===== src/logic/conv_types_pkg.sv =====
`default_nettype none

package conv_types_pkg;

    // Sample and accumulator formats.
    typedef logic signed [15:0] data_t;   // Pixel, weight and output sample.
    typedef logic signed [43:0] acc_t;    // 1024 channels x 3 taps of 16x16 products.

    // Job shape and output scaling.
    typedef logic [9:0] cols_t;
    typedef logic [9:0] cin_t;
    typedef logic [4:0] shift_t;

    // Saturation limits of a sample.
    localparam data_t data_max = 16'sh7fff;
    localparam data_t data_min = 16'sh8000;

endpackage

`default_nettype wire


===== src/logic/conv_axil_pkg.sv =====
`default_nettype none

package conv_axil_pkg;

    typedef logic [3:0]  axil_addr_t;
    typedef logic [31:0] axil_data_t;
    typedef logic [3:0]  axil_strb_t;
    typedef logic [1:0]  axil_resp_t;

    // Register offsets.
    localparam axil_addr_t reg_ctrl   = 4'h0;
    localparam axil_addr_t reg_shape  = 4'h4;
    localparam axil_addr_t reg_shift  = 4'h8;
    localparam axil_addr_t reg_status = 4'hc;

    // Field positions.
    localparam int ctrl_start_bit  = 0;   // Write-one, reads as zero.
    localparam int ctrl_max_bit    = 1;
    localparam int ctrl_relu_bit   = 2;
    localparam int shape_cols_lsb  = 0;
    localparam int shape_cin_lsb   = 16;
    localparam int status_busy_bit = 0;

    localparam axil_resp_t resp_okay   = 2'b00;
    localparam axil_resp_t resp_slverr = 2'b10;

endpackage

`default_nettype wire


===== src/logic/conv_cfg_regs.sv =====
`timescale 1ns/10ps
`default_nettype none

module conv_cfg_regs (
    input  wire                        aclk,
    input  wire                        rst_n,
    input  conv_axil_pkg::axil_addr_t  awaddr,
    input  wire                        awvalid,
    output logic                       awready,
    input  conv_axil_pkg::axil_data_t  wdata,
    input  conv_axil_pkg::axil_strb_t  wstrb,
    input  wire                        wvalid,
    output logic                       wready,
    output conv_axil_pkg::axil_resp_t  bresp,
    output logic                       bvalid,
    input  wire                        bready,
    input  conv_axil_pkg::axil_addr_t  araddr,
    input  wire                        arvalid,
    output logic                       arready,
    output conv_axil_pkg::axil_data_t  rdata,
    output conv_axil_pkg::axil_resp_t  rresp,
    output logic                       rvalid,
    input  wire                        rready,
    input  wire                        busy_done,
    output logic                       start,
    output logic                       busy,
    output logic                       is_max,
    output logic                       is_relu,
    output conv_types_pkg::cols_t      cols_1,
    output conv_types_pkg::cin_t       cin_1,
    output conv_types_pkg::shift_t     shift
);

    conv_axil_pkg::axil_data_t ctrl_img, shape_img, shift_img, status_img;
    conv_axil_pkg::axil_data_t ctrl_new, shape_new, shift_new;
    logic wr_en;
    logic rd_en;

    function automatic conv_axil_pkg::axil_data_t merge_strb(
        input conv_axil_pkg::axil_data_t old_v,
        input conv_axil_pkg::axil_data_t new_v,
        input conv_axil_pkg::axil_strb_t strb
    );
        conv_axil_pkg::axil_data_t res;
        res = old_v;
        for (int b = 0; b < $bits(strb); b++) begin
            if (strb[b])
                res[8*b +: 8] = new_v[8*b +: 8];
        end
        return res;
    endfunction

    // Current register contents as the bus sees them.
    always_comb begin
        ctrl_img   = '0;
        ctrl_img[conv_axil_pkg::ctrl_max_bit]  = is_max;
        ctrl_img[conv_axil_pkg::ctrl_relu_bit] = is_relu;
        shape_img  = '0;
        shape_img[conv_axil_pkg::shape_cols_lsb +: $bits(cols_1)] = cols_1;
        shape_img[conv_axil_pkg::shape_cin_lsb  +: $bits(cin_1)]  = cin_1;
        shift_img  = '0;
        shift_img[$bits(shift)-1:0] = shift;
        status_img = '0;
        status_img[conv_axil_pkg::status_busy_bit] = busy;
        ctrl_new   = merge_strb(ctrl_img,  wdata, wstrb);
        shape_new  = merge_strb(shape_img, wdata, wstrb);
        shift_new  = merge_strb(shift_img, wdata, wstrb);
    end

    assign wr_en = awvalid && awready && wvalid && wready;
    assign rd_en = arvalid && arready;

    // ************************************************************
    // Write channel and job control.
    // ************************************************************
    always_ff @(posedge aclk) begin
        if (!rst_n) begin
            awready <= 1'b0;
            wready  <= 1'b0;
            bvalid  <= 1'b0;
            bresp   <= conv_axil_pkg::resp_okay;
            start   <= 1'b0;
            busy    <= 1'b0;
            is_max  <= 1'b0;
            is_relu <= 1'b0;
            cols_1  <= '0;
            cin_1   <= '0;
            shift   <= '0;
        end else begin
            start   <= 1'b0;
            awready <= awvalid && wvalid && !awready && !bvalid;   // One-cycle accept.
            wready  <= awvalid && wvalid && !awready && !bvalid;
            if (busy_done)
                busy <= 1'b0;
            if (wr_en) begin
                bvalid <= 1'b1;
                bresp  <= conv_axil_pkg::resp_okay;
                case (awaddr)
                    conv_axil_pkg::reg_ctrl: begin
                        if (!busy) begin
                            is_max  <= ctrl_new[conv_axil_pkg::ctrl_max_bit];
                            is_relu <= ctrl_new[conv_axil_pkg::ctrl_relu_bit];
                            start   <= ctrl_new[conv_axil_pkg::ctrl_start_bit];
                            busy    <= ctrl_new[conv_axil_pkg::ctrl_start_bit];
                        end
                    end
                    conv_axil_pkg::reg_shape: begin
                        if (!busy) begin
                            cols_1 <= shape_new[conv_axil_pkg::shape_cols_lsb +: $bits(cols_1)];
                            cin_1  <= shape_new[conv_axil_pkg::shape_cin_lsb  +: $bits(cin_1)];
                        end
                    end
                    conv_axil_pkg::reg_shift: begin
                        if (!busy)
                            shift <= shift_new[$bits(shift)-1:0];
                    end
                    default: bresp <= conv_axil_pkg::resp_slverr;   // STATUS and holes.
                endcase
            end else if (bready) begin
                bvalid <= 1'b0;
            end
        end
    end

    // Read channel.
    always_ff @(posedge aclk) begin
        if (!rst_n) begin
            arready <= 1'b0;
            rvalid  <= 1'b0;
            rresp   <= conv_axil_pkg::resp_okay;
            rdata   <= '0;
        end else begin
            arready <= arvalid && !arready && !rvalid;
            if (rd_en) begin
                rvalid <= 1'b1;
                rresp  <= conv_axil_pkg::resp_okay;
                case (araddr)
                    conv_axil_pkg::reg_ctrl:   rdata <= ctrl_img;
                    conv_axil_pkg::reg_shape:  rdata <= shape_img;
                    conv_axil_pkg::reg_shift:  rdata <= shift_img;
                    conv_axil_pkg::reg_status: rdata <= status_img;
                    default: begin
                        rdata <= '0;
                        rresp <= conv_axil_pkg::resp_slverr;
                    end
                endcase
            end else if (rready) begin
                rvalid <= 1'b0;
            end
        end
    end

endmodule

`default_nettype wire


===== config.mk =====
export PLATFORM = sky130hd
export DESIGN_NAME = conv_cfg_regs
export DESIGN_NICKNAME = d
export VERILOG_FILES = /design/src/logic/conv_types_pkg.sv /design/src/logic/conv_axil_pkg.sv /design/src/logic/conv_cfg_regs.sv
export SDC_FILE = /design/constraint.sdc
export NUM_CORES = 1
export LEC_CHECK = 0
export BUFFER_PORTS_ARGS = -buffer_cell sky130_fd_sc_hd__buf_4
export CAP_MARGIN = 20
export CORE_ASPECT_RATIO = 0.6
export CORE_MARGIN = 10
export CORE_UTILIZATION = 44
export CTS_CLUSTER_SIZE = 20
export DETAILED_ROUTE_END_ITERATION = 8
export PLACE_DENSITY_LB_ADDON = 0.08
export REMOVE_ABC_BUFFERS = 1
export SYNTH_ARGS = -nofsm -noshare
export SYNTH_HDL_FRONTEND = slang
export SYNTH_SLANG_ARGS = --single-unit
export TNS_END_PERCENT = 50

===== constraint.sdc =====
create_clock -name aclk -period 1.8 [get_ports aclk]
set_input_delay 0.27 -clock aclk [delete_from_list [all_inputs] [get_ports aclk]]
set_output_delay 0.27 -clock aclk [all_outputs]
set_load 0.02 [all_outputs]

==> flow_metrics.env, run 1 <==
export IMPL_drt_total_wl_um=6330
export IMPL_hold_slack_ps=141
export IMPL_p_int_mw=1.72
export IMPL_io_pins=122
export IMPL_numCtsBuffers=5
export IMPL_cts_tree="built"
export IMPL_ys_seq_area_frac=0.485
export IMPL_clock_sinks=55
export IMPL_peakVddDrop_v=0.000351
export IMPL_final_min_clock_period_ps=1580
export IMPL_die_w_um=113
export IMPL_ys_warnings_count=0
export IMPL_antenna_found_initial=0
export IMPL_design_core_area_mm2=0.00503
export IMPL_switching_share=0.226
export IMPL_num_vias=2051
export IMPL_cts_root_buf="clkbuf_8"
export IMPL_max_stage_delay_ps=600
export IMPL_setup_viol=0
export IMPL_dp_slack_ps=149
export IMPL_timing_final_crit_share=0.876
export IMPL_hold_viol_final=0
export IMPL_rows=20
export IMPL_power_switching_mw=0.503
export IMPL_n_antenna_cell=0
export IMPL_cts_resized=0
export IMPL_syn_cell_area_mm2=0.00227
export IMPL_gp_congestion=0.726
export IMPL_insertion_delay_ps=300
export IMPL_drv_cap=0
export IMPL_critPathArrivalTime_ps=1770
export IMPL_critPathLaunchType="register"
export IMPL_grt_pass1_wl_um=9780
export IMPL_layout_drive_gt1_share=0.370
export IMPL_start_util=0.451
export IMPL_drt_vias_per_instance=5.01
export IMPL_wl_per_cell_um=15.5
export IMPL_drt_pass1_iter_count=4
export IMPL_num_fill_cells=470
export IMPL_io_buffers=95
export IMPL_fin_tns_setup_ps=0
export IMPL_nets=395
export IMPL_crit_slowest_cell="or4_4"
export IMPL_die_area_mm2=0.00853
export IMPL_grt_setup_unrepaired="false"
export IMPL_drv_slew=0
export IMPL_outcome="finished, final reports clean"
export IMPL_power_total_mw=2.22
export IMPL_post_cts_setup_buffers=0
export IMPL_grt_start_max_net_pins=27
export IMPL_cts_path_max_buffers=2
export IMPL_yosys_register_bits=55
export IMPL_end_kind="register"
export IMPL_multi_input_area_mm2=0.00103
export IMPL_grt_total_usage=0.142
export IMPL_regArea_mm2=0.00110
export IMPL_die_y_um=75.6
export IMPL_synth_distinct_cells=37
export IMPL_fmax_mhz=634
export IMPL_netlist_instances=247
export IMPL_syn_avg_cell_area_um2=9.19
export IMPL_drtAntennaViolNets=0
export IMPL_syn_to_final_growth_pct=37.7
export IMPL_p_leak_nw=1.32
export IMPL_seqPwrFrac=0.552
export IMPL_combPwrFrac=0.090
export IMPL_drt_iter0_drc=52
export IMPL_grt_ovfl_total=0
export IMPL_path_cells="or3_4 -> or4_4 -> nand3_2 -> o21ai_2"
export IMPL_first_global_vias=2028
export IMPL_clockPowerShare=0.358
export IMPL_h_tree_depth=2
export IMPL_power_density_mw_per_mm2=711
export IMPL_layout_setup_ws_ps=224
export IMPL_clkTransAtPathRegs_ps=90
export IMPL_hpwl_um=5070
export IMPL_required_ps=2000
export IMPL_drc=0
export IMPL_ctsHoldBuffers=0
export IMPL_finalClockSkew_ps=8.83
export IMPL_min_delay_path_class="input pin to register"
export IMPL_critPathMaxFanout=10
export IMPL_crit_type="register to register"
power groups by stage:
| stage | registers, mW | clock network, mW | logic (mW) |
|---|---|---|---|
| 5_1_grt | 1.23 | 0.873 | 0.219 |
| 2_1_floorplan | 1.26 | 0 | 0.0667 |
| 3_3_place_gp | 1.25 | 0 | 0.196 |
| 3_5_place_dp | 1.25 | 0 | 0.199 |
| 6_report | 1.23 | 0.795 | 0.200 |
| 4_1_cts | 1.23 | 0.819 | 0.199 |
metal layers:
| layer | track usage | up-vias | wire [um] |
|---|---|---|---|
| li1 | - | 1040 | - |
| met1 | 0.170 | 936 | 2800 |
| met5 | 0 | - | 0 |
| met4 | 0.0406 | 0 | 45 |
| met3 | 0.0833 | 5 | 789 |
| met2 | 0.212 | 70 | 2700 |
layout make-up:
type	count	share of cell area
timing repair buffer	106	0.255
multi-input combinational	173	0.330
clock buffer	5	0.0220
clock inverter	2	0.0120
inverter	2	0.00240
tap	66	0.0264
sequential	55	0.352
through the flow:
step,cell area (um2),std cells,utilization
after floorplan,2140,230,-
after global placement,3020,402,0.600
after detailed placement,3020,402,0.600
final,3130,409,0.621
after global routing,3130,409,0.621
after CTS,3130,409,0.621
final timing paths:
check | to | cells past startpoint | from | slack (ps)
setup / recovery | shift[4] | 4 | busy | 220
hold / removal | busy | 2 | busy_done | 140
setup reg to reg | shift[4] | 4 | busy | 220
hold reg to reg | arready | 1 | rvalid | 460
registers in the layout (all words and copies together) (netlist names):
name     flops
arready      1
bresp        1
busy         1
bvalid       1
cin_1       10
cols_1      10
is_max       1
is_relu      1
rdata       20
rresp        1
rvalid       1
shift        5
start        1
wready       1
kinds of logic (layout without fill, tap and decap cells):
kind of cell | Yosys count | after routing | synth area share
AND/OR/NAND/NOR | 99 | 99 | 0.251
other | 1 | 14 | 0.00165
multiplexers | 2 | 2 | 0.00882
buffers and inverters | 32 | 115 | 0.0816
AO/OA/AOI/OAI | 58 | 58 | 0.171
flip-flops | 55 | 55 | 0.485
worst max-delay path: cells and delay by family, from the launching register on:
kind               cells  cell delay (ps)
and+or+nand+nor        3             1110
DFF                    1              320
AOI/OAI and AO/OA      1               50
placed cells by master (no fill, tap or decap), types with 3 or more instances in the layout:
master    netlist  routed
buf_4          15     106
dfxtp_1        55      55
nand2_1        26      26
nand3_1        24      24
o21ai_0        23      23
nor2b_1        22      22
a22oi_1        20      20
conb_1          1      14
nand3_2         5       5
o21ai_2         5       5
clkbuf_8        0       5
nand4_1         4       4
nand2b_1        3       3
cell usage after synthesis:
cell,number,share of area
and4bb_2,1,0.0055
buf_6,1,0.0050
buf_1,3,0.0050
nor4bb_1,1,0.0044
mux2i_1,2,0.0088
nand2_1,26,0.043
o21bai_1,1,0.0033
conb_1,1,0.0017
clkbuf_1,10,0.017
o41ai_1,1,0.0039
nor2b_1,22,0.061
nand2b_1,3,0.0083
and2_1,1,0.0028
o2bb2ai_1,2,0.0077
nand4_1,4,0.011
or3_4,1,0.0050
buf_2,1,0.0022
nor4_2,1,0.0055
dfxtp_1,55,0.49
nor2_1,2,0.0033
o21ai_2,5,0.019
and3_1,2,0.0055
a21boi_0,2,0.0066
a21oi_1,1,0.0022
buf_4,15,0.050
a22o_1,2,0.0077
a2111oi_0,1,0.0039
nor4b_1,1,0.0039
nand4b_1,1,0.0039
nand3_1,24,0.053
nand3_2,5,0.022
a22oi_1,20,0.066
nor3_1,1,0.0022
inv_1,2,0.0033
o21ai_0,23,0.051
nor3b_1,2,0.0066
or4_4,1,0.0050
Power figures use the tool's default switching activity.
==> inputs of run 2 (changes only) <==
- clock period: 1.8 -> 1.72 ns (I/O delays scaled with it)
==> run 2 against run 1 <==
  * Combinational power up 5%
  * Sequential cell count is the same
  * First-iteration DRC count up 130%
  * Global-route usage down 0.46 points
  * Total power grew 4.9%
  * Die area unchanged
  * Clock skew fell by 4.3 ps
  * Wire length decreased by 1.9%
  * Critical path depth unchanged
  * Final area about the same
  * Critical path type unchanged
==> flow_metrics.env, run 2 (synthesis gave the netlist of run 1 again) <==
export IMPL_first_global_vias=1956
export IMPL_drv_cap=0
export IMPL_layout_setup_ws_ps=141
export IMPL_placed_cell_area_mm2=0.00302
export IMPL_drc=0
export IMPL_antenna_found_initial=0
export IMPL_top_register="rdata"
export IMPL_crit_slowest_cell="or4_4"
export IMPL_cts_resized=0
export IMPL_die_area_mm2=0.00853
export IMPL_drt_iter0_drc=119
export IMPL_setup_viol=0
export IMPL_final_cell_mix="buf_4, dfxtp_1, nand2_1"
export IMPL_crit_type="register to register"
export IMPL_clkTransAtPathRegs_ps=90
export IMPL_fmax_mhz=633
export IMPL_cts_tree="built"
export IMPL_grt_ovfl_total=0
export IMPL_critPathMaxFanout=10
export IMPL_insertion_delay_ps=300
export IMPL_rows=20
export IMPL_p_leak_nw=1.31
export IMPL_ctsHoldBuffers=0
export IMPL_grt_setup_unrepaired="false"
export IMPL_drtAntennaViolNets=0
export IMPL_drt_total_wl_um=6210
export IMPL_multi_input_area_mm2=0.00103
export IMPL_path_cells="or3_4 -> or4_4 -> nand3_2 -> o21ai_2"
export IMPL_cp_top_family="simple AND/OR/NAND/NOR gates"
export IMPL_die_w_um=113
export IMPL_num_vias=1979
export IMPL_gp_congestion=0.764
export IMPL_end_kind="register"
export IMPL_critPathLaunchType="register"
export IMPL_nets=393
export IMPL_timing_final_crit_share=0.918
export IMPL_dp_cells=400
export IMPL_grt_total_usage=0.137
export IMPL_finish_utilization=0.621
export IMPL_layout_drive_gt1_share=0.367
export IMPL_grt_pass1_wl_um=9460
export IMPL_power_density_mw_per_mm2=746
export IMPL_drt_vias_per_instance=4.86
export IMPL_hpwl_um=4840
export IMPL_drv_slew=0
export IMPL_top_regs="rdata x20, cin_1 x10, cols_1 x10"
export IMPL_worstPathBufferInverterCount=0
export IMPL_hold_viol_final=0
export IMPL_dp_slack_ps=82.5
export IMPL_finalClockSkew_ps=4.54
export IMPL_clock_sinks=55
export IMPL_syn_to_final_growth_pct=37.6
export IMPL_stdcell_count=407
export IMPL_final_min_clock_period_ps=1580
export IMPL_min_delay_path_class="input pin to register"
export IMPL_numCtsBuffers=5
export IMPL_num_fill_cells=456
export IMPL_peakVddDrop_v=0.000405
export IMPL_final_common_cell="buf_4"
export IMPL_max_stage_delay_ps=610
export IMPL_wl_per_cell_um=15.3
export IMPL_fin_tns_setup_ps=0
export IMPL_io_pins=122
export IMPL_drt_pass1_iter_count=4
export IMPL_post_cts_setup_buffers=0
export IMPL_design_core_area_mm2=0.00503
export IMPL_n_antenna_cell=0
export IMPL_grt_start_max_net_pins=41
export IMPL_cts_path_max_buffers=2
export IMPL_cts_root_buf="clkbuf_8"
export IMPL_io_buffers=95
export IMPL_critPathArrivalTime_ps=1780
export IMPL_h_tree_depth=2
export IMPL_stdcell_area_mm2=0.00312
export IMPL_die_y_um=75.6
export IMPL_regArea_mm2=0.00110
export IMPL_largest_reg_flops=20
export IMPL_outcome="finished, final reports clean"
export IMPL_required_ps=1920
export IMPL_start_util=0.451
==> run 2: layer usage <==
metal / up-vias / global-route usage / part of all wire
li1: 1029 / - / -
met1: 870 / 0.176 / 0.46
met2: 75 / 0.190 / 0.41
met3: 5 / 0.0818 / 0.12
met4: 0 / 0.0378 / 0.0068
met5: - / 0 / 0
==> run 2: metrics by stage <==
stage,total power [mW],hold slack (ps)
6_report,2.33,134
3_3_place_gp,1.52,437
5_1_grt,2.42,131
2_1_floorplan,1.39,359
3_5_place_dp,1.52,432
4_1_cts,2.35,124
==> run 2: cell type report <==
cell class | count | area share
inverter | 2 | 0.00240
clock buffer | 5 | 0.0220
timing repair buffer | 104 | 0.254
sequential | 55 | 0.353
tap | 66 | 0.0264
clock inverter | 2 | 0.0120
multi-input combinational | 173 | 0.331
==> run 2: worst paths after layout <==
check | startpoint | slack (ps) | depth (start not counted) | endpoint
hold / removal | busy_done | 130 | 2 | busy
setup reg to reg | busy | 140 | 4 | shift[4]
setup / recovery | busy | 140 | 4 | shift[4]
hold reg to reg | bvalid | 450 | 1 | wready
==> run 2: worst register-to-register path, delay by kind of cell (launching register included) <==
kind	cells	cell delay, ps
DFF	1	320
AOI/OAI and AO/OA	1	50
and+or+nand+nor	3	1120
==> run 2: report_power, final <==
group / leakage (nW) / internal, mW / total [mW] / switching, mW
Sequential: 0.443 / 1.28 / 1.28 / 0.00497
Combinational: 0.818 / 0.0946 / 0.209 / 0.114
Clock: 0.0502 / 0.426 / 0.838 / 0.412
==> inputs of run 3 (changes only) <==
- CORE_UTILIZATION: 44 -> 25
- SLEW_MARGIN: unset -> 20
- clock period: 1.72 -> 1.8 ns (I/O delays scaled with it)
==> run 3 against run 2 <==
  * Total power grew 5.3%
  * Core utilization is 25 points lower
  * Non-clock buffer count did not move
==> flow_metrics.env, run 3 (synthesis gave the netlist of run 1 again) <==
export IMPL_outcome="finished, final reports clean"
export IMPL_stdcell_count=454
export IMPL_end_kind="register"
export IMPL_drt_iter0_drc=110
export IMPL_required_ps=1980
export IMPL_whs_path_depth=2
export IMPL_design_core_area_mm2=0.00869
export IMPL_post_cts_setup_buffers=0
export IMPL_regArea_mm2=0.00110
export IMPL_h_tree_depth=2
export IMPL_n_antenna_cell=0
export IMPL_die_area_mm2=0.0134
export IMPL_max_stage_delay_ps=600
export IMPL_top_regs="rdata x20, cin_1 x10, cols_1 x10"
export IMPL_reg2reg_depth=4
export IMPL_path_cells="or3_4 -> or4_4 -> nand3_2 -> o21ai_2"
export IMPL_drc=0
export IMPL_r2r_start="busy"
export IMPL_io_pins=122
export IMPL_hold_viol_final=0
export IMPL_grt_pass1_wl_um=10800
export IMPL_min_from="busy_done"
export IMPL_dp_cells=446
export IMPL_power_total_mw=2.45
export IMPL_finish_utilization=0.372
export IMPL_top_register="rdata"
export IMPL_nets=393
export IMPL_final_min_clock_period_ps=1570
export IMPL_insertion_delay_ps=290
export IMPL_num_fill_cells=920
export IMPL_peakVddDrop_v=0.000354
export IMPL_drv_cap=0
export IMPL_p_leak_nw=1.34
export IMPL_numCtsBuffers=5
export IMPL_gp_congestion=0.733
export IMPL_drt_vias_per_instance=4.36
export IMPL_syn_to_final_growth_pct=42.5
export IMPL_crit_slowest_cell="or4_4"
export IMPL_worstPathBufferInverterCount=0
export IMPL_critPathArrivalTime_ps=1750
export IMPL_regToRegEndpoint="shift[3]"
export IMPL_rows=26
export IMPL_cts_path_max_buffers=2
export IMPL_r2r_slack_ps=230
export IMPL_antenna_found_initial=0
export IMPL_ctsHoldBuffers=0
export IMPL_final_cell_mix="buf_4, dfxtp_1, nand2_1"
export IMPL_grt_start_max_net_pins=31
export IMPL_wl_per_cell_um=15.3
export IMPL_timing_final_crit_share=0.872
export IMPL_crit_type="register to register"
export IMPL_cts_root_buf="clkbuf_16"
export IMPL_min_delay_path_class="input pin to register"
export IMPL_drt_pass1_iter_count=4
export IMPL_critPathMaxFanout=10
export IMPL_die_w_um=143
export IMPL_grt_ovfl_total=0
export IMPL_grt_total_usage=0.101
export IMPL_critPathLaunchType="register"
export IMPL_hold_slack_ps=160
export IMPL_cts_tree="built"
export IMPL_drv_slew=0
export IMPL_die_y_um=93.8
export IMPL_fin_tns_setup_ps=0
export IMPL_grt_setup_unrepaired="false"
export IMPL_first_global_vias=2019
export IMPL_clock_sinks=55
export IMPL_fmax_mhz=637
export IMPL_hold_end="busy"
export IMPL_drtAntennaViolNets=0
export IMPL_clkTransAtPathRegs_ps=60
export IMPL_multi_input_area_mm2=0.00103
export IMPL_power_density_mw_per_mm2=758
export IMPL_layout_drive_gt1_share=0.368
export IMPL_largest_reg_flops=20
export IMPL_drt_total_wl_um=6940
export IMPL_finalClockSkew_ps=4.59
export IMPL_cp_top_family="simple AND/OR/NAND/NOR gates"
export IMPL_num_vias=1981
export IMPL_io_buffers=95
export IMPL_final_common_cell="buf_4"
export IMPL_setup_viol=0
export IMPL_cts_resized=0
export IMPL_hpwl_um=5500
export IMPL_start_util=0.261
[run 3: changes by cell type in the layout (fill, tap and decap cells not counted)]
cell,previous run,this run
bufinv_16,1,0
clkbuf_16,0,5
clkbuf_8,5,2
[run 3: layer usage]
layer | part of all wire | vias to the layer above | global-route usage
li1 | - | 1036 | -
met1 | 0.50 | 874 | 0.134
met2 | 0.38 | 66 | 0.134
met3 | 0.12 | 5 | 0.0591
met4 | 0.0059 | 0 | 0.0256
met5 | 0 | - | 0
[run 3: final cells by class]
| type | count | share of cell area |
|---|---|---|
| clock buffers | 7 | 0.0472 |
| clock inverters | 1 | 0.00232 |
| inverters | 2 | 0.00232 |
| multi-input cells | 173 | 0.319 |
| flip-flops and latches | 55 | 0.340 |
| well taps | 112 | 0.0433 |
| repair buffers | 104 | 0.245 |
[run 3: worst max path at each step]
stage	to	depth (start not counted)	start	slack (ps)
after floorplan	shift[3]	4	wready	110
after global placement	shift[4]	5	awaddr[1]	160
after detailed placement	shift[4]	5	awaddr[1]	150
after CTS	shift[3]	4	busy	220
after global routing	cin_1[2]	6	busy	130
final	shift[3]	4	busy	230
[run 3: through the flow]
| step | worst slack (ps) | instance area [um2] |
|---|---|---|
| 6_report | 230 | 3230 |
| 2_1_floorplan | 112 | 2140 |
| 3_3_place_gp | 156 | 3070 |
| 5_1_grt | 130 | 3230 |
| 3_5_place_dp | 153 | 3070 |
| 4_1_cts | 220 | 3230 |
[run 3: power breakdown]
part           total, mW  switching (mW)  leakage [nW]  internal (mW)
clock               1.02           0.431        0.0761          0.592
sequential          1.23         0.00481         0.443           1.22
combinational      0.203           0.111         0.817         0.0914
total               2.45           0.547          1.34           1.91
